### config.mk
export PLATFORM = sky130hd
export DESIGN_NAME = biu_read_return
export DESIGN_NICKNAME = d
export VERILOG_FILES = /design/src/verilog/biu_pkg.sv /design/src/verilog/biu_read_return.sv
export SDC_FILE = /design/constraint.sdc
export NUM_CORES = 1
export LEC_CHECK = 0
export BUFFER_PORTS_ARGS = -buffer_cell sky130_fd_sc_hd__buf_2
export CORE_AREA = 2 2 62 64
export DETAILED_ROUTE_END_ITERATION = 7
export DIE_AREA = 0 0 64 66
export GPL_TIMING_DRIVEN = 0
export PLACE_DENSITY = 0.89
export SYNTH_ARGS = -nofsm -noshare
export SYNTH_HDL_FRONTEND = slang
export SYNTH_SLANG_ARGS = --single-unit
### constraint.sdc
create_clock -name vclk -period 1.5
set_input_delay 0.15 -clock vclk [all_inputs]
set_output_delay 0.15 -clock vclk [all_outputs]
set_load 0.02 [all_outputs]
### src/verilog/biu_pkg.sv
`default_nettype none

package biu_pkg;

    typedef logic [31:0] addr_t;     // cpu byte address.
    typedef logic [31:0] data_t;     // cpu data word.
    typedef logic [12:0] txt_addr_t; // text cell index.
    typedef logic [15:0] txt_data_t; // text cell.
    typedef logic [7:0]  char_t;     // character register.
    typedef logic [3:0]  region_t;   // top address nibble.

    localparam region_t REGION_WB_DATA = 4'h3;
    localparam region_t REGION_TEXT    = 4'hb; // bit 27 picks status.
    localparam region_t REGION_WB_CHAR = 4'hc;

    // one target per cpu request.
    typedef enum logic [2:0] {
        TGT_WB_DATA,
        TGT_TEXT,
        TGT_STATUS,
        TGT_WB_CHAR,
        TGT_MIO
    } target_e;

endpackage

`default_nettype wire

### src/verilog/biu_read_return.sv
`default_nettype none

module biu_read_return
    import biu_pkg::*;
(
    input  target_e   target_i,
    input  wire       cpu_req_i,
    input  wire       wbd_ack_i,
    input  data_t     wbd_dat_i,
    input  wire       wbc_ack_i,
    input  char_t     wbc_dat_i,
    input  txt_data_t txt_rdata_i,
    input  data_t     status_i,
    input  wire       mio_ready_i,
    input  data_t     mio_rdata_i,
    output data_t     cpu_rdata_o,
    output logic      cpu_ready_o
);

    logic done;

    always_comb begin
        case (target_i)
            TGT_WB_DATA: begin
                cpu_rdata_o = wbd_dat_i;
                done        = wbd_ack_i;
            end
            TGT_WB_CHAR: begin
                cpu_rdata_o = data_t'(wbc_dat_i);
                done        = wbc_ack_i;
            end
            TGT_TEXT: begin
                cpu_rdata_o = data_t'(txt_rdata_i);
                done        = 1'b1; // same cycle.
            end
            TGT_STATUS: begin
                cpu_rdata_o = status_i;
                done        = 1'b1;
            end
            default: begin
                cpu_rdata_o = mio_rdata_i;
                done        = mio_ready_i;
            end
        endcase
    end

    assign cpu_ready_o = cpu_req_i & done;

endmodule

`default_nettype wire

==> metrics.txt <==
post-synth net total=263; Min Clock Period, post-route=1390 ps; worst setup slack after placement=-65.9 ps; die span in x=64 um; type of the worst min-delay path=input pin to output pin; Cell Rows=22; ant diodes=0; CP Capture Type=output pin; average instance area after synthesis=7.25 um^2; CP dominant cell by count=sky130_fd_sc_hd__buf_6; power consumption=0.603 mW; routing layer with the top usage in global route=met2; max-capacitance violation count=0; end of the worst hold path=cpu_rdata_o[17]; synthesized-area fraction occupied by ao, oa, aoi and oai cells=33.5%; Remaining DRCs=0; PortBufs=158; number of top-level pins=160; total routing resource utilization after global routing=17.9%; area of all sequential standard cells=0 um^2; iteration count of the initial detailed-routing pass=4; synth top area cells=sky130_fd_sc_hd__mux2i_1 (24%), sky130_fd_sc_hd__mux2_2 (14%), sky130_fd_sc_hd__o21ai_0 (9.1%); result of the run=completed; overflow left after global routing=0; arrival time at the worst endpoint=1240 ps; worst hold path stage count=4; GR met2 Demand/Resource=35.9%; post-CTS setup buffer count=0; Detailed Place HPWL=3.62 mm; global routing usage on met3=1.87%; count of final hold-check violations=0; share of cells above drive strength 1=65.5%; CP startpoint kind=input pin; power density over the cells=328 mW/mm^2; antenna violations before repair=0; proportion of synthesized area in mux cells=44.2%; Max transition margin=67.9%; biggest fanout along the worst timing path=10; fin nets=422; most instantiated library cell after synthesis=sky130_fd_sc_hd__mux2i_1; weighted congestion reported at the end of routability-driven placement=0.777; Max stage delay cell, worst path=sky130_fd_sc_hd__mux2_4; leakage power figure=1.09 nW; Adder-Cell Fraction of Synth Area=0%; Vias=1651; vias per inst=4.84; starting density of the core=27.8%; antenna-violating nets left=0; number of standard cells after synthesis=136; Total Die Area=0.00422 mm^2; synth cell count leaders=sky130_fd_sc_hd__mux2i_1 (24), sky130_fd_sc_hd__nand2_1 (18), sky130_fd_sc_hd__o21ai_0 (18); Total Negative Setup Slacks=0 ps; Yosys warnings=0; simple-gate portion of the synthesized area=8.76%; via count of the first global-routing pass=1450; dominant combinational cell family by area after synthesis=multiplexers; part of the Yosys area used for sequential elements=0%; portion of synthesized cell area occupied by the leading cell type=24.4%; worst IR drop on VDD=0.168 mV; cell taking the most area after synthesis=sky130_fd_sc_hd__mux2i_1; largest net degree at the start of global routing=11; standard cell core area=0.00355 mm^2; # setup viols final=0; RSZ-0062 raised after global routing=no; Final Cycle Share=92.4%; area post-placement=0.00184 mm^2; final wirelength=4.27 mm; Mapped Area=986 um^2; cell chain of the critical path=buf_6 > buf_6 > mux2_4 > a221oi_2 > a21oi_1 > buf_2; start point of the worst hold path=mio_rdata_i[17]; startpoint-to-endpoint class of the critical path=input pin to output pin; met1 Use GR=21.0%; sum of buffers and inverters on the critical path=3; biggest cell delay along the critical path=330 ps; count of final max-slew check failures=0; average wire length per cell after detail routing=12.5 um; total of clock buffers placed in the layout=0; iteration-0 DRC count of the detailed router=32; final standard cell area without fillers=0.00184 mm^2; Finished Layout Cells=341; dpl cells=342; post-layout worst setup margin=114 ps; flip-flop and latch count=0; global-route wire length before repair=6.20 mm; top cell family by delay on the critical path=buffers and inverters; worst-margin pin slew=482 ps; required time worst endpoint=1350 ps; Area growth, synth to finish=86.4%; DIE HEIGHT=66 um; number of library cell types mapped by synthesis=19; Post-Synth XOR/XNOR Area=0%; Fmax=722 MHz
-- placed cells by master (no fill, tap or decap), types with 5 or more instances in the layout --
master                    instances
sky130_fd_sc_hd__a21oi_1          9
sky130_fd_sc_hd__a31oi_1          8
sky130_fd_sc_hd__buf_2          163
sky130_fd_sc_hd__buf_6            5
sky130_fd_sc_hd__inv_1            8
sky130_fd_sc_hd__mux2_2          12
sky130_fd_sc_hd__mux2i_1         24
sky130_fd_sc_hd__nand2_1         17
sky130_fd_sc_hd__o21ai_0         18
sky130_fd_sc_hd__o22ai_1          8
-- metrics by stage --
step / hold slack (ps) / utilization [%]
final: 624 / 51.8
after detailed placement: 622 / 51.7
after global placement: 620 / 51.7
after global routing: 637 / 51.8
after CTS: 625 / 51.8
after floorplan: 447 / -
-- power by group --
| group | total, mW | internal, mW | switching [mW] |
|---|---|---|---|
| Clock | 0 | 0 | 0 |
| Sequential | 0 | 0 | 0 |
| Combinational | 0.603 | 0.297 | 0.306 |
| Total | 0.603 | 0.297 | 0.306 |
-- routing by layer --
| metal | wire length (um) | vias up |
|---|---|---|
| li1 | - | 828 |
| met1 | 1680 | 736 |
| met2 | 2240 | 87 |
| met3 | 357 | 0 |
| met4 | 0 | 0 |
| met5 | 0 | - |
-- worst max path at each step --
| stage | start | slack, ps | to | cells past startpoint |
|---|---|---|---|---|
| 2_1_floorplan | target_i[2] | 150 | cpu_rdata_o[16] | 5 |
| 3_3_place_gp | target_i[2] | -90 | cpu_rdata_o[16] | 6 |
| 3_5_place_dp | target_i[2] | -70 | cpu_rdata_o[26] | 6 |
| 4_1_cts | target_i[2] | 80 | cpu_rdata_o[2] | 6 |
| 5_1_grt | target_i[1] | 40 | cpu_rdata_o[10] | 6 |
| 6_report | target_i[1] | 110 | cpu_rdata_o[10] | 6 |
-- layout make-up --
| type | instances | area (um^2) |
|---|---|---|
| buffer | 13 | 93.8 |
| fill | 363 | 1710 |
| tap | 48 | 60.1 |
| timing repair buffer | 158 | 791 |
| multi-input combinational | 112 | 855 |
| inverter | 10 | 38.8 |
-- cell families after synthesis --
family / after synthesis
muxes: 40
AOI/OAI and AO/OA: 51
buffers and inverters: 24
and+or+nand+nor: 21
-- repair_timing --
| action | CTS | global route |
|---|---|---|
| hold buffers | 0 | 0 |
| endpoints found under the hold margin | 0 | 0 |
| resized for setup | 1 | 3 |
| endpoints found under the setup margin | 10 | 8 |
No activity file was read; power rests on OpenSTA's default activity.
