### src/verilog/biu_pkg.sv
`default_nettype none

package biu_pkg;

    typedef logic [31:0] addr_t;     // cpu byte address.
    typedef logic [31:0] data_t;     // cpu data word.
    typedef logic [12:0] txt_addr_t; // text cell index.
    typedef logic [15:0] txt_data_t; // text cell.
    typedef logic [7:0]  char_t;     // character register.
    typedef logic [3:0]  region_t;   // top address nibble.

    localparam region_t REGION_WB_DATA = 4'h3;
    localparam region_t REGION_TEXT    = 4'hb; // bit 27 picks status.
    localparam region_t REGION_WB_CHAR = 4'hc;

    // one target per cpu request.
    typedef enum logic [2:0] {
        TGT_WB_DATA,
        TGT_TEXT,
        TGT_STATUS,
        TGT_WB_CHAR,
        TGT_MIO
    } target_e;

endpackage

`default_nettype wire

### src/verilog/wb_char_regs.sv
`default_nettype none

module wb_char_regs
    import biu_pkg::*;
(
    input  wire   clk,
    input  wire   rst,
    input  wire   stb_i,
    input  wire   we_i,
    input  addr_t adr_i,
    input  char_t dat_i,
    output logic  ack_o,
    output char_t dat_o
);

    char_t      regs [16];
    logic [3:0] ridx;

    assign ridx  = adr_i[3:0];
    assign dat_o = regs[ridx];

    always_ff @(posedge clk or posedge rst) begin
        if (rst) begin
            ack_o <= 1'b0;
        end else begin
            ack_o <= stb_i & ~ack_o; // one cycle pulse.
        end
    end

    always_ff @(posedge clk or posedge rst) begin
        if (rst) begin
            for (int i = 0; i < 16; i++) begin
                regs[i] <= '0;
            end
        end else if (ack_o && stb_i && we_i) begin
            regs[ridx] <= dat_i;
        end
    end

endmodule

`default_nettype wire

### config.mk
export PLATFORM = sky130hd
export DESIGN_NAME = wb_char_regs
export DESIGN_NICKNAME = d
export VERILOG_FILES = /design/src/verilog/biu_pkg.sv /design/src/verilog/wb_char_regs.sv
export SDC_FILE = /design/constraint.sdc
export NUM_CORES = 1
export LEC_CHECK = 0
export ABC_AREA = 1
export BUFFER_PORTS_ARGS = -buffer_cell sky130_fd_sc_hd__clkbuf_2
export CORE_ASPECT_RATIO = 0.8
export CORE_MARGIN = 1
export CORE_UTILIZATION = 40
export CTS_BUF_LIST = sky130_fd_sc_hd__clkbuf_8 sky130_fd_sc_hd__clkbuf_16
export DETAILED_ROUTE_END_ITERATION = 7
export GPL_TIMING_DRIVEN = 0
export PLACE_DENSITY = 0.6
export SETUP_SLACK_MARGIN = 0.5
export SKIP_LAST_GASP = 1
export SYNTH_ARGS = -nofsm -noshare
export SYNTH_HDL_FRONTEND = slang
export SYNTH_SLANG_ARGS = --single-unit
### constraint.sdc
create_clock -name clk -period 5.1 [get_ports clk]
set_input_delay 0.255 -clock clk [delete_from_list [all_inputs] [get_ports clk]]
set_output_delay 0.255 -clock clk [all_outputs]
set_load 0.02 [all_outputs]
==> results of run 1 <==
## final timing paths
check	slack (ns)	endpoint
max in group asynchronous	3.94	regs[59]
min in group asynchronous	0.41	regs[79]
min reg2reg	0.44	ack_o
min	0.03	ack_o
max reg2reg	3.42	regs[9]
max	3.10	dat_o[7]
## kinds of logic after synthesis
group                  Yosys count
AOI/OAI and AO/OA              128
and+or+nand+nor                499
buffers and inverters           86
DFF                            129
## what timing repair did
action	4_1_cts	5_1_grt
hold endpoints to repair	48	0
resized for setup	0	0
setup buffers	0	0
hold buffers	1	0
## final cells by class
class / instances / area share
inverters: 38 / 0.0209
repair buffers: 25 / 0.0212
flip-flops and latches: 129 / 0.449
well taps: 210 / 0.0366
multi-input cells: 627 / 0.353
plain buffers: 48 / 0.0367
clock buffers: 17 / 0.0592
clock inverters: 15 / 0.0226
## registers in the layout, summed over array words and instances (netlist names)
name / flops
regs: 128
ack_o: 1
## worst min-delay path: stages
cell      delay, ns
clkbuf_2       0.09
inv_1          0.05
nor2_1         0.03
## power breakdown
part / switching (mW) / total, mW / leakage [nW] / internal (mW)
Sequential: 0.0577 / 1.19 / 1.74 / 1.13
Combinational: 0.216 / 0.322 / 1.77 / 0.107
Clock: 0.494 / 1.22 / 0.280 / 0.723
## through the flow
step	setup slack [ns]	utilization
final	3.10	0.477
after global routing	2.96	0.477
after CTS	3.12	0.477
after detailed placement	3.14	0.437
after global placement	-0.183	0.435
after floorplan	1.40	-
## metal layers
| metal | wire (microns) | vias up | global-route usage |
|---|---|---|---|
| li1 | - | 2704 | - |
| met1 | 9170 | 2558 | 0.354 |
| met2 | 7730 | 115 | 0.357 |
| met3 | 895 | 23 | 0.0576 |
| met4 | 274 | 0 | 0.0797 |
| met5 | 0 | - | 0 |
## cell usage after synthesis
master / instances / area share
buf_2: 22 / 0.018
buf_4: 9 / 0.011
buf_6: 3 / 0.0055
clkbuf_1: 14 / 0.0085
clkinv_1: 1 / 0.00061
dfrtp_1: 129 / 0.52
inv_1: 33 / 0.020
inv_2: 3 / 0.0018
inv_4: 1 / 0.0010
nand2_1: 486 / 0.30
nand3_1: 10 / 0.0081
nor2_1: 2 / 0.0012
nor3_4: 1 / 0.0026
o21ai_0: 125 / 0.10
o21ai_1: 3 / 0.0024
==> impl_metrics.toml, run 1 <==
[floorplan]
die_y_microns = 113
io-pin-count = 53
row_count = 40
dieArea_sq_um = 15900
start_util = 0.410
core_area_sq_um = 15100
die_w_microns = 141

[global_route]
grt_pass1_vias = 5051
antenna_found_initial = 0
grt_overflow = 0
grt_max_degree = 82
grt_pass1_wl_mm = 28.4
grt_usage = 0.244

[critical_path]
cp.required_ns = 4.85
path_max_fanout = 10
critPathBufInv = 5
timing.rr.start = "ack_o"
crit_family = "buffers and inverters"
crit_chain = "clkbuf_2 > buf_2 > buf_2 > nand2_1 > nand2_1 > nand2_1 > nand2_1 > nand2_1 > nand2_1 > inv_1 > nand2_1 > clkbuf_2"
cp.arrival_ns = 1.75
crit_path_top_delay_cell = "buf_2"
critical_path.most_common_cell = "nand2_1"
cp-start-kind = "input port"
crit_type = "in2out"
r2r_cells = 6
cp_slowest_stage_delay_ns = 0.29
setup.worst_path.start = "adr_i[0]"
cp_num_cells = 12
critical_path.endpoint_type = "output pin"

[placed_design]
io_buffers = 23
gp_congestion = 0.896
placedInstanceArea_sq_um = 6590
dpl.cell_count = 1076
dpl.hpwl_mm = 12.4

[route]
drtAntennaViolNets = 0
wire_per_inst_microns = 16.3
num_vias = 5400
via_per_inst = 4.87
drc_errors = 0
routed_wl_mm = 18.1
drt-initial-drc-count = 520
firstDrtPassIters = 5

[sta]
hold_slack_ns = 0.0269
period_minus_slack_ns = 2.00
slew_headroom = 0.443
grt_setup_unrepaired = "false"
setup_viol = 0
skew_ns = 0.00613
final.setup.tns_ns = 0
max_freq_mhz = 499
post-route-period-util = 0.393
worst_slew_pin_slew_ns = 0.836
slew_viol_final = 0
hold_viol_final = 0

[clock_tree]
clkTransAtPathRegs_ns = 0.06
clock_latency_ns = 0.43
clockBufferDepth = 2
cts_htree_levels = 4
cts_buffers = 17
cts.sinks = 129
root_buffer = "clkbuf_16"
cts_tree = "yes"

[pwr]
power.leakage_nw = 3.79
power_mw = 2.73
p_per_area_nw_per_um2 = 379
ir_drop_v = 0.000222

[final_layout]
layout_commonest_cell = "nand2_1"
antenna_cells = 0
design_area_sq_um = 7180
nFillCells = 1587
register_area_sq_um = 3230
layout.cells.non_filler = 1109
mostFrequentLayoutCells = "nand2_1, dfrtp_1, o21ai_0"
multi_input_area_sq_um = 2540
synthToLayoutAreaGrowth_pct = 16.3
nNetsFinal = 930
layout-drive-gt1-share = 0.107

[synth]
ys_warn_count = 0
syn-num-nets = 886
synth_top_family_by_area = "simple AND/OR/NAND/NOR gates"
ys_seq_area_frac = 0.523
synth_fa_ha_area_frac = 0
yosys_register_bits = 129
syn_area_per_cell_sq_um = 7.33
synth_xor_area_frac = 0
synth_compound_area_frac = 0.104
synthSimpleGateAreaFrac = 0.307
synthMuxAreaShare = 0
synthCells = 842
mappedNetlistArea_sq_um = 6180
ys_types = 15

[worst_hold_path]
hold_path_startpoint = "stb_i"
hold_depth = 3
min_path_type = "in2reg"

[flow_run]
max_cap_viol_count = 0

[status]
status = "finished clean"
Power figures use the tool's default switching activity.
==> inputs of run 2 (changes only) <==
PLACE_DENSITY = 0.62   (was 0.6)
clock period = 1.8 ns   (was 5.1 ns; I/O delays follow)
==> run 2 against run 1 <==
First-iteration DRC count is 9.2% lower. Combinational power rose to 3.8 times the previous value. Highest routed layer unchanged. Die area unchanged. Critical endpoint unchanged. Wire length is 7.2% higher. Worst hold slack better by 0.075 ns. Power rose to 2.9 times the previous value. Critical path depth shrank 3. Largest power group is now sequential cells. Clock skew is 0.00065 ns higher. Setup slack got worse by 2.9 ns. Sequential power grew to 2.8 times the previous value.
==> impl_metrics.toml, run 2 (synthesized netlist as in run 1, its figures left out) <==
[global_route]
grt_pass1_wl_mm = 29.7
grt_pass1_vias = 5435
grt_max_degree = 41
antenna_found_initial = 0
grt_overflow = 0
grt_usage = 0.252

[critical_path]
cp.required_ns = 1.71
cp.arrival_ns = 1.52
path_max_fanout = 2
crit_type = "reg2out"
r2r_end = "regs[71]"
r2r_cells = 8
critical_path.endpoint_type = "output pin"
timing.rr.start = "ack_o"
reg2reg_slack_ns = 0.23
crit_path_end = "dat_o[7]"
cp-start-kind = "flip-flop"
setup.worst_path.start = "regs[63]"

[sta]
period_minus_slack_ns = 1.61
max_freq_mhz = 621
post-route-period-util = 0.895
hold_viol_final = 0
worst_slew_pin_slew_ns = 0.950
slew_viol_final = 0
final.setup.tns_ns = 0
hold_slack_ns = 0.102
fin_ws_ns = 0.190
skew_ns = 0.00677
setup_viol = 0
grt_setup_unrepaired = "true"
slew_headroom = 0.367

[floorplan]
dieArea_sq_um = 15900
die_y_microns = 113
core_area_sq_um = 15100
io-pin-count = 53
start_util = 0.410
row_count = 40
die_w_microns = 141

[placed_design]
io_buffers = 23
pre_cts_slack_ns = 0.150
dpl.hpwl_mm = 12.5
gp_congestion = 0.929

[flow_run]
max_cap_viol_count = 0

[final_layout]
largest_register = "regs"
largest_reg_flops = 128
synthToLayoutAreaGrowth_pct = 38.6
register_area_sq_um = 3230
layout_commonest_cell = "nand2_1"
top_regs = "regs (128), ack_o (1)"
nNetsFinal = 987
multi_input_area_sq_um = 3150
layout-drive-gt1-share = 0.319
mostFrequentLayoutCells = "nand2_1, dfrtp_1, nand2_2"
antenna_cells = 0
nFillCells = 1368

[route]
drtAntennaViolNets = 0
drt-initial-drc-count = 472
num_vias = 5890
via_per_inst = 5.06
firstDrtPassIters = 7
drc_errors = 0
wire_per_inst_microns = 16.6
routed_wl_mm = 19.4

[clock_tree]
clockBufferDepth = 2
cts.sinks = 129
cts_htree_levels = 4
clock_latency_ns = 0.43
cts_tree = "yes"
root_buffer = "clkbuf_16"
cts_buffers = 17
clkTransAtPathRegs_ns = 0.06

[pwr]
ir_drop_v = 0.000738
p_per_area_nw_per_um2 = 926
power.leakage_nw = 4.36

[worst_hold_path]
min_path_type = "in2reg"

[status]
status = "finished clean"
==> run 2: stage by stage <==
| step | total power [mW] | cell area [sq um] | utilization | std cells |
|---|---|---|---|---|
| after global placement | 4.28 | 6560 | 0.436 | 1075 |
| after CTS | 7.73 | 7840 | 0.521 | 1140 |
| after detailed placement | 4.32 | 6620 | 0.440 | 1078 |
| after floorplan | 4.00 | 6180 | - | 842 |
| after global routing | 8.26 | 8560 | 0.568 | 1165 |
| final | 7.93 | 8560 | 0.568 | 1165 |
==> run 2: critical path: stages (launching register included) <==
cell	delay [ns]
dfrtp_1	0.40
nand2_1	0.08
nand2_2	0.07
nand2_1	0.06
nand2_1	0.07
nand2_1	0.08
nand2_1	0.06
inv_1	0.06
nand2_2	0.07
buf_8	0.13
==> run 2: power breakdown <==
part | total, mW | internal (mW) | switching (mW)
clock network | 3.32 | 2.10 | 1.22
registers | 3.38 | 3.20 | 0.182
logic | 1.22 | 0.480 | 0.739
total | 7.93 | 5.78 | 2.14
==> run 2: repair_timing <==
action,CTS,global route
cloned,7,5
endpoints found under the setup margin,136,136
resized for setup,135,240
hold buffers,2,0
setup buffers,22,20
endpoints found under the hold margin,20,0
pin swaps,15,26
==> run 2: area by class of cell <==
cell class                      count  share of cell area
Clock inverter                     11              0.0115
Inverter                           38              0.0189
Multi-Input combinational cell    627               0.368
Clock buffer                       20              0.0545
Sequential cell                   129               0.377
Tap cell                          210              0.0307
Timing Repair Buffer               82              0.0978
Buffer                             48              0.0415
==> run 2: worst min-delay path by stage <==
stage	start	end	slack, ns	cells after the start
detailed placement	rst	regs[25]	0.14	2
global route	dat_i[0]	regs[40]	0.12	3
floorplan	stb_i	ack_o	0.19	2
global placement	stb_i	ack_o	0.31	3
finish	dat_i[0]	regs[40]	0.10	3
CTS	dat_i[5]	regs[69]	0.06	3
==> run 2: layer usage <==
metal	GRT usage	part of all wire
met5	0	0
met4	0.0826	0.016
met3	0.0652	0.063
met2	0.372	0.45
met1	0.359	0.47
==> inputs of run 3 (changes only) <==
--- a/config.mk
+++ b/config.mk
@@ -7,4 +7,5 @@
 export LEC_CHECK = 0
 export ABC_AREA = 1
+export ABC_CLOCK_PERIOD_IN_PS = 1900
 export BUFFER_PORTS_ARGS = -buffer_cell sky130_fd_sc_hd__clkbuf_2
 export CORE_ASPECT_RATIO = 0.8
@@ -14,5 +15,5 @@
 export DETAILED_ROUTE_END_ITERATION = 7
 export GPL_TIMING_DRIVEN = 0
-export PLACE_DENSITY = 0.62
+export PLACE_DENSITY = 0.6
 export SETUP_SLACK_MARGIN = 0.5
 export SKIP_LAST_GASP = 1
==> constraint.sdc (replaced) <==
create_clock -name clk -period 1.9 [get_ports clk]
set_input_delay 0.475 -clock clk [delete_from_list [all_inputs] [get_ports clk]]
set_output_delay 0.475 -clock clk [all_outputs]
set_load 0.02 [all_outputs]
==> run 3 against run 2 <==
The flow now finishes with violations (setup timing). Sequential share of layout area rose by 1.3 points. Core utilization decreased by 1.9 points. First-iteration DRC count shrank 12%. Register-to-register slack gained 0.08 ns. Worst hold slack worse by 0.044 ns. Largest power group is now clock. Global-route usage decreased by 0.26 points. Final area decreased by 3.3%. Combinational power decreased by 12%. Critical path type is now in2out. Sequential power decreased by 6%.
==> impl_metrics.toml, run 3 (synthesized netlist as in run 1, its figures left out) <==
[sta]
setup_viol = 8
slew_headroom = 0.510
slew_viol_final = 0
period_minus_slack_ns = 2.16
final.setup.tns_ns = -2.00
fin_ws_ns = -0.261
worst_slew_pin_slew_ns = 0.735
post-route-period-util = 1.14
max_freq_mhz = 463
skew_ns = 0.0125
grt_setup_unrepaired = "true"
hold_viol_final = 0

[final_layout]
synthToLayoutAreaGrowth_pct = 33.9
design_area_sq_um = 8270
nFillCells = 1404
layout-drive-gt1-share = 0.250
top_regs = "regs (128), ack_o (1)"
largest_register = "regs"
largest_reg_flops = 128
layout_commonest_cell = "nand2_1"
layout.cells.non_filler = 1141
antenna_cells = 0
register_area_sq_um = 3230
nNetsFinal = 962
multi_input_area_sq_um = 2970
mostFrequentLayoutCells = "nand2_1, dfrtp_1, o21ai_0"

[floorplan]
die_y_microns = 113
start_util = 0.410
io-pin-count = 53
die_w_microns = 141
dieArea_sq_um = 15900
core_area_sq_um = 15100
row_count = 40

[clock_tree]
clkTransAtPathRegs_ns = 0.06
clockBufferDepth = 2
cts_buffers = 17
cts_htree_levels = 4
root_buffer = "clkbuf_16"
cts.hold.buffers_added = 0
clock_latency_ns = 0.43
cts_tree = "yes"
cts.sinks = 129

[route]
drc_errors = 0
firstDrtPassIters = 5
drtAntennaViolNets = 0
num_vias = 5728
wire_per_inst_microns = 16.8
drt-initial-drc-count = 414
routed_wl_mm = 19.1
via_per_inst = 5.02

[critical_path]
cp-start-kind = "input port"
cp.required_ns = 1.42
crit_chain = "clkbuf_8 > clkinvlp_4 > buf_12 > buf_8 > nand2_1 > nand2_1 > nand2_1 > nand2_2 > nand2_2 > nand2_1 > inv_1 > nand2_2 > clkbuf_8"
path_max_fanout = 10
cp_slowest_stage_delay_ns = 0.16
crit_type = "in2out"
r2r_cells = 8
crit_path_top_delay_cell = "buf_12"
critical_path.most_common_cell = "nand2_1"
cp.arrival_ns = 1.69
reg2reg_slack_ns = 0.31
critical_path.endpoint_type = "output pin"
r2r_end = "regs[0]"
timing.rr.start = "ack_o"

[pwr]
power.leakage_nw = 4.23
clkPwrFrac = 0.437
p_per_area_nw_per_um2 = 917
p_int_mw = 5.42
ir_drop_v = 0.000534
combinationalPowerShare = 0.142
netSwitchingFraction = 0.285
seqPwrFrac = 0.421
switching_power_mw = 2.16

[placed_design]
gp_congestion = 0.902
dpl.hpwl_mm = 12.7
placedInstanceArea_sq_um = 6680
pre_cts_slack_ns = -0.507
io_buffers = 23
dpl.cell_count = 1078

[global_route]
grt_usage = 0.249
grt_pass1_vias = 5380
grt_overflow = 0
antenna_found_initial = 0
grt_pass1_wl_mm = 29.5
grt_max_degree = 42

[status]
violations = "setup timing"
status = "finished with violations"

[flow_run]
max_cap_viol_count = 0

[worst_hold_path]
min_path_type = "in2async"
[run 3: cell count changes in the layout (fill, tap and decap cells not counted), moves of 5 or more]
cell        previous run  this run
clkbuf_2              15        22
nand2_1              399       440
o21ai_2               59        32
inv_6                  0         5
buf_6                 51        40
nand2_2               82        37
clkinvlp_4             1         6
inv_1                 35        27
o21ai_0               35        71
buf_4                 29        15
clkbuf_1              14         5
o21ai_1               34        25
[run 3: power groups by stage]
| stage | clock (mW) | sequential (mW) | combinational, mW |
|---|---|---|---|
| 3_3_place_gp | 0 | 3.22 | 0.857 |
| 5_1_grt | 3.47 | 3.23 | 1.21 |
| 6_report | 3.32 | 3.19 | 1.07 |
| 3_5_place_dp | 0 | 3.22 | 0.886 |
| 2_1_floorplan | 0 | 3.19 | 0.614 |
| 4_1_cts | 3.34 | 3.18 | 0.956 |
[run 3: timing repair]
item / in CTS / in global routing
resized for setup: 79 / 200
endpoints found under the setup margin: 137 / 119
gates cloned: 2 / 8
pin swaps: 2 / 6
setup buffers: 5 / 16
[run 3: critical path, delay by kind of cell]
| kind | cells | cell delay, ns |
|---|---|---|
| buffers and inverters | 6 | 0.73 |
| AND/OR/NAND/NOR | 7 | 0.47 |
[run 3: metrics by stage]
stage                     utilization  total power [mW]  hold slack, ns
after detailed placement        0.443              4.11           0.458
after global placement          0.439              4.08           0.454
after global routing            0.549              7.90          0.0903
after CTS                       0.504              7.47          0.0665
final                           0.549              7.58          0.0583
after floorplan                     -              3.80           0.453
[run 3: metal layers]
| layer | share of wire | vias to the layer above | GRT usage |
|---|---|---|---|
| met5 | 0 | - | 0 |
| met4 | 0.019 | 0 | 0.0855 |
| met3 | 0.053 | 31 | 0.0559 |
| met2 | 0.44 | 156 | 0.369 |
| met1 | 0.49 | 2758 | 0.359 |
| li1 | - | 2783 | - |
[run 3: layout make-up]
class,instances,share of cell area
buffer,48,0.0543
clock buffer,18,0.0531
clock inverter,14,0.0186
inverter,38,0.0204
multi-input combinational,627,0.359
sequential,129,0.390
tap,210,0.0318
timing repair buffer,56,0.0705
timing repair inverter,1,0.00197
[run 3: how the worst max path moves through the flow]
stage                  start   endpoint  slack, ns
floorplan                rst      ack_o      -0.17
global placement         rst  regs[123]      -1.06
detailed placement  adr_i[0]   dat_o[0]      -0.51
CTS                 adr_i[0]   dat_o[1]      -0.26
global route        adr_i[0]   dat_o[1]      -0.36
finish              adr_i[0]   dat_o[1]      -0.26
