$ cat src/verilog/biu_pkg.sv
`default_nettype none

package biu_pkg;

    typedef logic [31:0] addr_t;     // cpu byte address.
    typedef logic [31:0] data_t;     // cpu data word.
    typedef logic [12:0] txt_addr_t; // text cell index.
    typedef logic [15:0] txt_data_t; // text cell.
    typedef logic [7:0]  char_t;     // character register.
    typedef logic [3:0]  region_t;   // top address nibble.

    localparam region_t REGION_WB_DATA = 4'h3;
    localparam region_t REGION_TEXT    = 4'hb; // bit 27 picks status.
    localparam region_t REGION_WB_CHAR = 4'hc;

    // one target per cpu request.
    typedef enum logic [2:0] {
        TGT_WB_DATA,
        TGT_TEXT,
        TGT_STATUS,
        TGT_WB_CHAR,
        TGT_MIO
    } target_e;

endpackage

`default_nettype wire

$ cat src/verilog/biu_target_access.sv
`default_nettype none

module biu_target_access
    import biu_pkg::*;
(
    input  wire       clk,
    input  wire       rst,
    input  target_e   target_i,
    input  wire       cpu_req_i,
    input  wire       cpu_we_i,
    input  addr_t     cpu_addr_i,
    input  data_t     cpu_wdata_i,
    output logic      wbd_cyc_o,
    output logic      wbd_stb_o,
    output logic      wbd_we_o,
    output logic [3:0] wbd_sel_o,
    output addr_t     wbd_adr_o,
    output data_t     wbd_dat_o,
    output logic      wbc_stb_o,
    output logic      wbc_we_o,
    output addr_t     wbc_adr_o,
    output char_t     wbc_dat_o,
    output logic      txt_en_o,
    output logic      txt_we_o,
    output txt_addr_t txt_addr_o,
    output txt_data_t txt_wdata_o,
    output logic      mio_we_o,
    output addr_t     mio_addr_o,
    output data_t     mio_wdata_o,
    output data_t     status_o
);

    logic wr_req;

    assign wr_req = cpu_req_i & cpu_we_i;

    // address and data go everywhere.
    assign wbd_adr_o   = cpu_addr_i;
    assign wbc_adr_o   = cpu_addr_i;
    assign mio_addr_o  = cpu_addr_i;
    assign txt_addr_o  = cpu_addr_i[12:0];
    assign wbd_dat_o   = cpu_wdata_i;
    assign mio_wdata_o = cpu_wdata_i;
    assign wbc_dat_o   = cpu_wdata_i[7:0];
    assign txt_wdata_o = cpu_wdata_i[15:0];
    assign wbd_sel_o   = 4'b1111; // full words only.

    always_comb begin
        wbd_cyc_o = 1'b0;
        wbd_stb_o = 1'b0;
        wbd_we_o  = 1'b0;
        wbc_stb_o = 1'b0;
        wbc_we_o  = 1'b0;
        txt_en_o  = 1'b0;
        txt_we_o  = 1'b0;
        mio_we_o  = 1'b0;
        case (target_i)
            TGT_WB_DATA: begin
                wbd_cyc_o = cpu_req_i;
                wbd_stb_o = cpu_req_i;
                wbd_we_o  = wr_req;
            end
            TGT_WB_CHAR: begin
                wbc_stb_o = cpu_req_i;
                wbc_we_o  = wr_req;
            end
            TGT_TEXT: begin
                txt_en_o = cpu_req_i;
                txt_we_o = wr_req;
            end
            TGT_MIO: begin
                mio_we_o = wr_req;
            end
            default: begin
            end
        endcase
    end

    always_ff @(posedge clk or posedge rst) begin
        if (rst) begin
            status_o <= '0;
        end else if (wr_req && target_i == TGT_STATUS) begin
            status_o <= cpu_wdata_i;
        end
    end

endmodule

`default_nettype wire

$ cat config.mk
export PLATFORM = sky130hd
export DESIGN_NAME = biu_target_access
export DESIGN_NICKNAME = d
export VERILOG_FILES = /design/src/verilog/biu_pkg.sv /design/src/verilog/biu_target_access.sv
export SDC_FILE = /design/constraint.sdc
export NUM_CORES = 1
export LEC_CHECK = 0
export BUFFER_PORTS_ARGS = -buffer_cell sky130_fd_sc_hd__buf_2
export CAP_MARGIN = 20
export CELL_PAD_IN_SITES_DETAIL_PLACEMENT = 0
export CELL_PAD_IN_SITES_GLOBAL_PLACEMENT = 2
export CORE_MARGIN = 2
export CORE_UTILIZATION = 17
export DETAILED_ROUTE_END_ITERATION = 6
export MAX_ROUTING_LAYER = met4
export PLACE_DENSITY_LB_ADDON = 0.1
export SLEW_MARGIN = 20
export SYNTH_ARGS = -nofsm -noshare
export SYNTH_HDL_FRONTEND = slang
export SYNTH_SLANG_ARGS = --single-unit
$ cat constraint.sdc
create_clock -name clk -period 1.05 [get_ports clk]
set_input_delay 0.0525 -clock clk [delete_from_list [all_inputs] [get_ports clk]]
set_output_delay 0.0525 -clock clk [all_outputs]
set_load 0.02 [all_outputs]
==> results list, run 1 <==
* Syn Area/Cell: 9.90 sq um
- The run finished with clean final reports.
- After layout, the worst setup slack is 0.0320 ns.
- Data on the critical path is required at its endpoint by 1.00 ns.
- In this run the count of I/O pins placed on the die edge is 312.
- Cell area power density: 1790 nW/um^2
* Power share of the clock group: 33.1%
* Nature of the critical path endpoint: output pin
* Peak clock frequency supported by timing: 0.982 GHz
- Iter 0 DRT Violations: 11
* Registers with the most flip-flops: status_o (32)
* Max Clock Skew: 0 ns
* Initial Util: 17.5%
- Floorplan die width: 132 um
* Master cell of the clock root buffer: clkbuf_16
* Via count of the first global-routing pass: 1415
- Yosys warning total: 0
- The longest clock path from root to sink contains 2 buffers.
* First-pass iteration count of the detailed router: 4
* Total track usage: 5.97%
- Synthesis instantiated 16 different standard cells from the library.
* Worst-path cell chain: buf_2 -> buf_4 -> or2b_1 -> nor2_2 -> and2_4 -> buf_6
* Mapped Cells: 283
* Remaining DRCs: 0
- Share of total power in combinational logic: 33.7%
* CP arrival: 0.97 ns
- Internal Power: 3.32 mW
- From bottom edge to top edge, the die measures 132 um.
- The worst setup path is launched from an input pin.
- Sequential-to-total area share from yosys stat: 28.6%
* Gpl congestion: 0.656
- Entering global routing, the biggest net connects 33 pins.
- After clock tree synthesis, the clock-pin slew on the worst setup and hold paths is 0.05 ns.
- In this run the cell area of the synthesized design comes to 2800 sq um.
- Of all nets on the critical path, the largest fanout is 4.
* Global-route wire length before repair: 7.89 mm
- Path category of the worst min-delay check: in -> reg
- Non-filler cells, final: 483
* Switching share of power: 33.5%
- Worst Setup Slack post-DPL: -0.343 ns
* Part of the power in registers: 33.2%
* Number of levels in the clock H-tree: 2
- Synthesis-stage register bit count: 32
* Number of buffer cells added on primary ports: 166
* Max-capacitance violation count: 0
* Clock period minus worst slack: 1.02 ns
* Share of post-route cells with drive strength above 1: 82.8%
* Post-DR wirelength/cell: 11.7 um
* Setup repair after global routing missed its margin: no
- Once detail routing completed, the nets flagged for antenna violations numbered 0.
- Number of antenna violations at the first check in global routing: 0
* Antenna Diode Count: 0
* Final Cycle Share: 97.0%
* CTS Buf Count: 5
- Leak Pwr: 1.44 nW
* Switching power: 1.67 mW
* Final net count: 337
- The slowest stage of the critical path belongs to the cell or2b_1.
- After legalization and detailed placement, the total HPWL measured 4.21 mm.
* Clock latency on the worst-skew pair: 0.27 ns
- The total overflow left after global routing is 0.
- The setup check on the worst reg-to-reg path leaves a slack of 0.28 ns.
* Register bank with the most flops: status_o
- The core region is 16000 sq um.
- TritonCTS built the clock tree.
- The routed design has 5.63 mm of wire.
- The number of hold-slack violations in the final timing report came to 0.
- Setup violations remaining at the end of the flow were counted as 0.
- The critical path is of the in -> out type.
* Instance count after placement with tap cells included: 470
- The largest single stage delay on the critical path is 0.27 ns.
* Detailed-route via count: 1420
- Dividing the detail-routed via count by the number of cells gives 2.94.
* Overall die area: 17500 sq um
* Number of max-slew violations in the final report: 0
- The clock net in this run drives a total of 32 sinks.
* Largest register FFs: 32
- The initialized floorplan defines 46 standard-cell rows.
- Area growth syn-to-layout: -0.803%
- Peak VDD IR: 848 uV
## per-stage QoR
step	TNS [ns]	total power, mW	utilization, %	hold slack, ns	cell area [sq um]
floorplan	-3.01	3.53	-	0.160	2880
global route	0	5.28	17.4	0.0327	2780
detailed placement	-9.74	3.37	15.6	0.105	2500
finish	0	4.99	17.4	0.0328	2780
global placement	-9.82	3.39	15.6	0.105	2500
CTS	0	5.10	16.8	0.0259	2690
## logic make-up after synthesis
logic type / count (synthesis) / synth area share [%]
flops: 32 / 28.6
other cells: 1 / 0.134
buf+inv: 206 / 55.4
simple gates: 12 / 2.99
mux: 32 / 12.9
## cell usage after synthesis (all sizes together)
cell type    n  area (sq um)
buf        205          1550
nand2b       1          6.26
mux2        32           360
inv          1          3.75
nor4b        2          32.5
nor4         1          6.26
dfrtp       32           801
conb         1          3.75
or2b         1          7.51
nand2        2          7.51
nor3         2          10.0
and2         1          6.26
nor2         2          7.51
## power by group through the flow
stage                     sequential (mW)  clock, mW  combinational [mW]
after CTS                            1.66       1.73                1.70
after detailed placement             1.68          0                1.69
after floorplan                      2.04          0                1.48
after global placement               1.68          0                1.71
after global routing                 1.70       1.79                1.79
final                                1.66       1.65                1.68
## metal layers
metal / track usage, % / vias to the layer above / wire [um]
met5: - / - / 0
met4: 2.57 / 0 / 115
met3: 2.50 / 22 / 590
met2: 9.93 / 111 / 2820
met1: 6.18 / 638 / 2100
li1: - / 649 / -
## path summary, 6_finish.rpt
| check | start | endpoint | depth (start not counted) |
|---|---|---|---|
| worst max-delay path | target_i[2] | wbc_we_o | 6 |
| worst min-delay path | cpu_wdata_i[20] | status_o[20] | 2 |
| worst max register to register | status_o[25] | status_o[25] | 1 |
| worst min register to register | status_o[25] | status_o[25] | 1 |
| max in group asynchronous | rst | status_o[2] | 4 |
| min in group asynchronous | rst | status_o[19] | 4 |
## cells in the final DEF (no fill, tap or decap), drive strengths merged
cell type	netlist	routed
nand2b	1	1
dfrtp	32	32
inv	1	1
mux2	32	32
dlygate4sd3	0	1
nor2	2	2
conb	1	4
clkinv	0	1
or2b	1	1
nor3	2	2
bufinv	0	1
and2	1	1
nor4b	2	2
clkbuf	0	7
buf	205	176
nand2	2	2
nor4	1	1
## final cells by class
cell class                 instances  area (sq um)
fill                            1827         13200
timing repair buffer             178          1010
sequential                        32           801
multi-input combinational         48           533
tap                              216           270
clock buffer                       6           129
clock inverter                     2          35.0
inverter                           1          3.75
## worst max-delay path, delay by kind of cell
family | cells | cell delay (ns)
and+or+nand+nor | 3 | 0.54
buffers and inverters | 3 | 0.36
## what timing repair did
| item | in CTS | in global routing |
|---|---|---|
| pin swaps | 1 | 2 |
| gates resized for setup | 4 | 17 |
| gates cloned | 0 | 2 |
| endpoints found under the setup margin | 24 | 33 |
| buffers inserted | 1 | 1 |
| endpoints found under the hold margin | 32 | 0 |
| hold buffers | 1 | 0 |
(Power assumes the default switching activity.)
==> run 2: changes to the inputs <==
- ABC_CLOCK_PERIOD_IN_PS: default -> 900
- CORE_UTILIZATION: 17 -> 15
- SETUP_SLACK_MARGIN: default -> 0.1
- clock period: 1.05 -> 0.9 ns (I/O delays scaled with it)
==> run 2 against run 1 <==
Compared with the run above: the flow now finishes with violations (negative setup slack); clock power rose by 5%; routed wire length rose by 5.8%; power rose by 26%; via count rose by 1.1%; sequential power rose by 22%; sequential share of layout area fell by 3.8 points; flip-flop and latch count did not move; critical path type is now in -> reg; critical endpoint is now status_o[12]; largest cell class unchanged.
==> results list, run 2 (synthesis gave the netlist of run 1 again) <==
* Status: finished, violations left
* Violations in the final reports: negative setup slack
* Layout Utilization: 17.7%
- Power spread over the standard cell area amounts to 1970 nW/um^2.
- Final net count: 339
* Most Used Layer, Global Route: met2
* Non-filler cells, final: 498
* Share of post-route cells with drive strength above 1: 85.1%
- Max-cap violations in this run came to 0.
- The library cells used most frequently in the layout, excluding fill and tap cells, are buf_2, buf_6, mux2_4, dfrtp_1, buf_4.
* Clock transition at the register clock pins on the worst setup and hold paths after CTS: 0.05 ns
- Minimum setup slack among reg-to-reg paths: 0.12 ns
- From synthesis to final layout, the design area changed by 14.4%.
- Die Ht: 141 um
- Critical R2R Launch: status_o[17]
- The cell sitting at the root of the clock tree is a clkbuf_16.
* Clock buffer depth: 2
* Clock latency on the worst-skew pair: 0.28 ns
* Maximum number of pins on one net before global-route repair: 17
- Total core area: 18100 sq um
* Most common library cell in the layout ignoring fill and taps: buf_2
* Critical Setup Path Class: in -> reg
* Overall die area: 19800 sq um
- CP arrival: 1.09 ns
* Largest register FFs: 32
- Gpl congestion: 0.624
- Summed over all layers, the routed wires come to 5.96 mm.
- Worst-case hold path end point: status_o[22]
- Peak VDD IR: 659 uV
- Global routing consumed, on the met1 layer, 6.42% of the routing resources.
* Detailed placer's ending HPWL: 4.44 mm
* Peak clock frequency supported by timing: 1.07 GHz
* Number of hold violations in the final report: 0
* Path category of the worst min-delay check: in -> reg
- Input and output buffers added on the ports amount to 166.
- The via count of the first global-routing pass came to 1454.
- Remaining DRCs: 0
* Number of stages on the worst hold path: 2
* Initial Util: 15.4%
- Nature of the critical path endpoint: flip-flop
- The worst hold path begins at cpu_wdata_i[22].
- CTS Sinks: 32
* Detailed-route via count: 1435
- Floorplan die width: 141 um
- Most used cell along the critical path: buf_6
- After detailed placement, the total cell area comes to 2520 sq um.
- The repair_antennas step left the layout with diodes totalling 0.
* First-pass iteration count of the detailed router: 3
- For the worst setup path, the data required time is 1.06 ns.
- Including well taps, the total number of placed cells is 484.
- Number of antenna violations at the first check in global routing: 0
- Final Cycle Share: 104%
- Traced cell by cell, the critical path runs through buf_6 -> nor4b_4 -> buf_6 -> buf_12 -> mux2_4.
* Via count normalized by instance count: 2.88
- In the global route stage, overall resource usage came out at 5.83%.
- The routed design could run at a clock period as short as 0.933 ns.
- 312 I/O pins were placed.
* Setup repair after global routing missed its margin: yes
* Final instance area: 3210 sq um
- Register bank with the most flops: status_o
- Clock tree from TritonCTS: done
* Number of max-slew violations in the final report: 0
- Dividing the detail-routed wire length by the instance count gives 12.0 um.
* Crit Path Max Fanout: 8
- End of the worst register-to-register path: status_o[17]
* Post-route antenna net violation count: 0
- Number of levels in the clock H-tree: 2
- Max Clock Skew: 0 ns
* Length in cells of the worst reg-to-reg path: 1
* Global-route wire length before repair: 8.55 mm
* Endpoints failing setup: 35
- Setup slack on the critical path of the routed design comes to -0.0329 ns.
- Global routing used 9.73% of the available met2 tracks.
- Registers with the most flip-flops: status_o (32)
- Leak Pwr: 1.59 nW
- Slowest cell on the critical path: mux2_4
- STA classifies the critical path startpoint as an input pin.
- Slowest stage delay, CP: 0.30 ns
* Total global routing overflow: 0
- The initialized floorplan defines 49 standard-cell rows.
* Met3 Track Usage GR: 1.87%
- Counting the buffers created by CTS gives 5.
- Iter 0 DRT Violations: 17
==> run 2: changes by cell type in the layout (fill, tap and decap cells not counted), moves of 3 or more <==
cell | before | now
buf_6 | 2 | 43
mux2_2 | 19 | 0
buf_2 | 162 | 121
buf_8 | 0 | 3
mux2_4 | 12 | 32
==> run 2: final cells by class <==
type	count	area, sq um
multi-input cells	48	677
fillers	2063	14900
flip-flops and latches	32	801
clock buffers	8	146
well taps	229	287
repair buffers	180	1290
inverters	1	3.75
==> run 2: worst max-delay path, delay by kind of cell <==
| family | cells | cell delay (ns) |
|---|---|---|
| multiplexers | 1 | 0.30 |
| AND/OR/NAND/NOR | 1 | 0.27 |
| buffers and inverters | 3 | 0.46 |
==> run 2: per-layer routing <==
metal | routed length, um | up-vias
met2 | 2970 | 111
met4 | 134 | 0
met1 | 2330 | 654
li1 | - | 653
met3 | 530 | 17
met5 | 0 | -
==> run 2: report_power, final <==
group          switching, mW  internal, mW
Sequential             0.253          1.78
Combinational           1.20          1.34
Clock                  0.628          1.10
==> run 2: worst max-delay path by stage <==
| stage | endpoint | depth (start not counted) | start |
|---|---|---|---|
| floorplan | status_o[0] | 4 | cpu_req_i |
| global placement | status_o[15] | 5 | cpu_req_i |
| detailed placement | status_o[15] | 5 | cpu_req_i |
| CTS | status_o[15] | 5 | target_i[2] |
| global route | status_o[16] | 5 | target_i[0] |
| finish | status_o[12] | 5 | target_i[0] |
==> run 2: timing repair <==
action	4_1_cts	5_1_grt
cloned	2	0
hold buffers	1	0
setup buffers	2	1
pin swaps	5	3
gates resized for setup	131	3
endpoints found under the setup margin	72	72
hold endpoints to repair	32	0
==> run 2: stage by stage <==
| stage | worst slack (ns) | TNS, ns | power [mW] | hold WS, ns |
|---|---|---|---|---|
| 2_1_floorplan | -0.246 | -7.48 | 4.12 | 0.127 |
| 3_3_place_gp | -0.475 | -14.90 | 3.95 | 0.0903 |
| 3_5_place_dp | -0.524 | -15.86 | 3.94 | 0.0903 |
| 4_1_cts | -0.0314 | -0.672 | 6.43 | 0.0193 |
| 5_1_grt | -0.0561 | -1.53 | 6.65 | 0.0256 |
| 6_report | -0.0329 | -0.609 | 6.30 | 0.0265 |
==> run 3: changes to the inputs <==
- CELL_PAD_IN_SITES_GLOBAL_PLACEMENT: 2 -> 1
- CORE_UTILIZATION: 15 -> 20
==> run 3 against run 2 <==
Compared with the run above: critical path type is now in -> out; the flow still finishes with violations (negative setup slack); global-route usage increased by 2.2 points; largest cell class unchanged; critical path depth unchanged; first-iteration DRC count increased by 59%.
==> results list, run 3 (synthesis gave the netlist of run 1 again) <==
- Status: finished, violations left
- Violations in the final reports: negative setup slack
* CP arrival: 0.90 ns
- After detailed routing, the number of remaining DRC violations is 0.
* Final setup slack of the worst path: -0.0463 ns
- Entering global routing, the biggest net connects 33 pins.
* Number of levels in the clock H-tree: 2
- Gpl congestion: 0.641
* Die Ht: 122 um
* Number of antenna violations at the first check in global routing: 0
- Detailed placer's ending HPWL: 4.64 mm
- The initialized floorplan defines 43 standard-cell rows.
- Total track usage: 8.05%
* Minimum setup slack among reg-to-reg paths: 0.11 ns
* Max-capacitance violation count: 0
- Cells fill 22.7% of the core in the end.
* Leak Pwr: 1.59 nW
* Final instance area: 3130 sq um
- The critical path ends at wbd_we_o.
* Commonest cells after routing, fill and taps aside: buf_2, buf_6, mux2_4, dfrtp_1
- The worst setup path is of the in -> out kind.
- Nature of the critical path endpoint: output pin
- For the worst flop-to-flop path, the logic depth is 1.
- Final Cycle Share: 105%
* Critical path origin: target_i[2]
* Largest register FFs: 32
* Via count normalized by instance count: 3.27
- Levels on crit path: 5
- Cell area power density: 1970 nW/um^2
- The min-delay analysis places its worst path in the category in -> reg.
* Area growth syn-to-layout: 11.5%
- Setup repair after global routing missed its margin: yes
- Floorplan die width: 122 um
- TritonCTS built the clock tree.
* Peak VDD IR: 552 uV
- Register bank with the most flops: status_o
- Registers with the most flip-flops: status_o (32)
* Overall die area: 15000 sq um
* Startpoint Class: input pin
- Crit Path Max Fanout: 3
* Final net count: 340
- For this run the aggregate overflow at the end of global routing stands at 0.
* Post-DR wirelength/cell: 14.1 um
- Total core area: 13800 sq um
* Clock transition at the register clock pins on the worst setup and hold paths after CTS: 0.05 ns
- The endpoint identified for the worst register-to-register timing path is status_o[12].
* Worst hold start: cpu_wdata_i[20]
* Critical path required time: 0.85 ns
* Clock period minus worst slack: 0.946 ns
* Share of post-route cells with drive strength above 1: 84.4%
- The cell family contributing the most delay on the critical path is buffers and inverters.
- CTS Sinks: 32
- Number of max-slew violations in the final report: 0
- Before antenna repair, the detailed router went through 3 iterations.
- Clock buffer depth: 2
* Worst-path cell chain: buf_8 -> buf_6 -> buf_4 -> nor4_1 -> buf_2
* Peak clock frequency supported by timing: 1.06 GHz
- For this design the top-level I/O count stands at 312.
* Detailed-route via count: 1470
* Most common library cell in the layout ignoring fill and taps: buf_2
- Between clock sinks in the finished design, the worst skew comes to 0 ns.
- The number of buffers and inverters on the critical path is 4.
- Post-route antenna net violation count: 0
- Global-route wire length before repair: 8.41 mm
- The startpoint identified for the worst register-to-register timing path is status_o[12].
- Detailed Route WL: 6.31 mm
- Clock tree synthesis inserted a total of 5 buffers.
- Summing all placed instances gives a cell area of 2470 sq um.
- Tot Pwr: 6.16 mW
- Among all stages on the critical path, the largest delay is contributed by nor4_1.
- Number of buffer cells added on primary ports: 166
* Iter 0 DRT Violations: 27
- Once the floorplan was initialized, standard cells occupied 20.3% of the core.
* Instance count after placement with tap cells included: 433
- For this run, the number of standard cells in the final layout without fillers is 449.
* Clock latency on the worst-skew pair: 0.27 ns
- Via count of the first global-routing pass: 1443
* Master cell of the clock root buffer: clkbuf_16
* Number of hold violations in the final report: 0
- For this run, the slowest stage of the critical path takes 0.30 ns.
- The repair_antennas step left the layout with diodes totalling 0.
- Setup violations remaining at the end of the flow were counted as 37.
[run 3: cell count changes in the layout (fill, tap and decap cells not counted), sizes merged]
cell,before,now
clkbuf,8,7
clkinv,0,1
[run 3: final cells by class]
type / count / area, sq um
clock buffer: 6 / 129
clock inverter: 1 / 5.00
fill: 1520 / 10600
inverter: 1 / 3.75
multi-input combinational: 48 / 641
sequential: 32 / 801
tap: 180 / 225
timing repair buffer: 181 / 1320
[run 3: timing repair]
action | in CTS | in global routing
setup endpoints to repair | 72 | 72
setup buffers | 2 | 3
endpoints found under the hold margin | 32 | 0
pin swaps | 2 | 4
cloned | 2 | 1
gates resized for setup | 104 | 19
hold buffers | 1 | 0
[run 3: stage by stage]
step	hold slack, ns	setup WS [ns]	setup TNS (ns)
finish	0.0253	-0.0463	-0.588
detailed placement	0.0903	-0.529	-15.14
floorplan	0.127	-0.246	-7.48
CTS	0.0210	-0.0377	-0.544
global route	0.0184	-0.0975	-1.92
global placement	0.0903	-0.499	-14.52
[run 3: worst min-delay path by stage]
stage                     cells past startpoint  slack (ns)        endpoint
after global routing                          2        0.02    status_o[24]
final                                         2        0.03    status_o[20]
after global placement                        0        0.09  mio_addr_o[26]
after CTS                                     2        0.02    status_o[20]
after floorplan                               1        0.13       wbd_cyc_o
after detailed placement                      0        0.09  mio_addr_o[26]
[run 3: power breakdown]
| group | total [mW] | internal (mW) | switching (mW) |
|---|---|---|---|
| Combinational | 2.53 | 1.34 | 1.20 |
| Clock | 1.59 | 1.00 | 0.587 |
| Sequential | 2.03 | 1.78 | 0.255 |
| Total | 6.16 | 4.12 | 2.04 |
[run 3: routing by layer]
metal  wire length (um)  track usage, %  up-vias
li1                   -               -      654
met5                  0               -        -
met2               3130            12.8      122
met4                199            4.31        0
met3                602            2.70       26
met1               2390            8.93      668
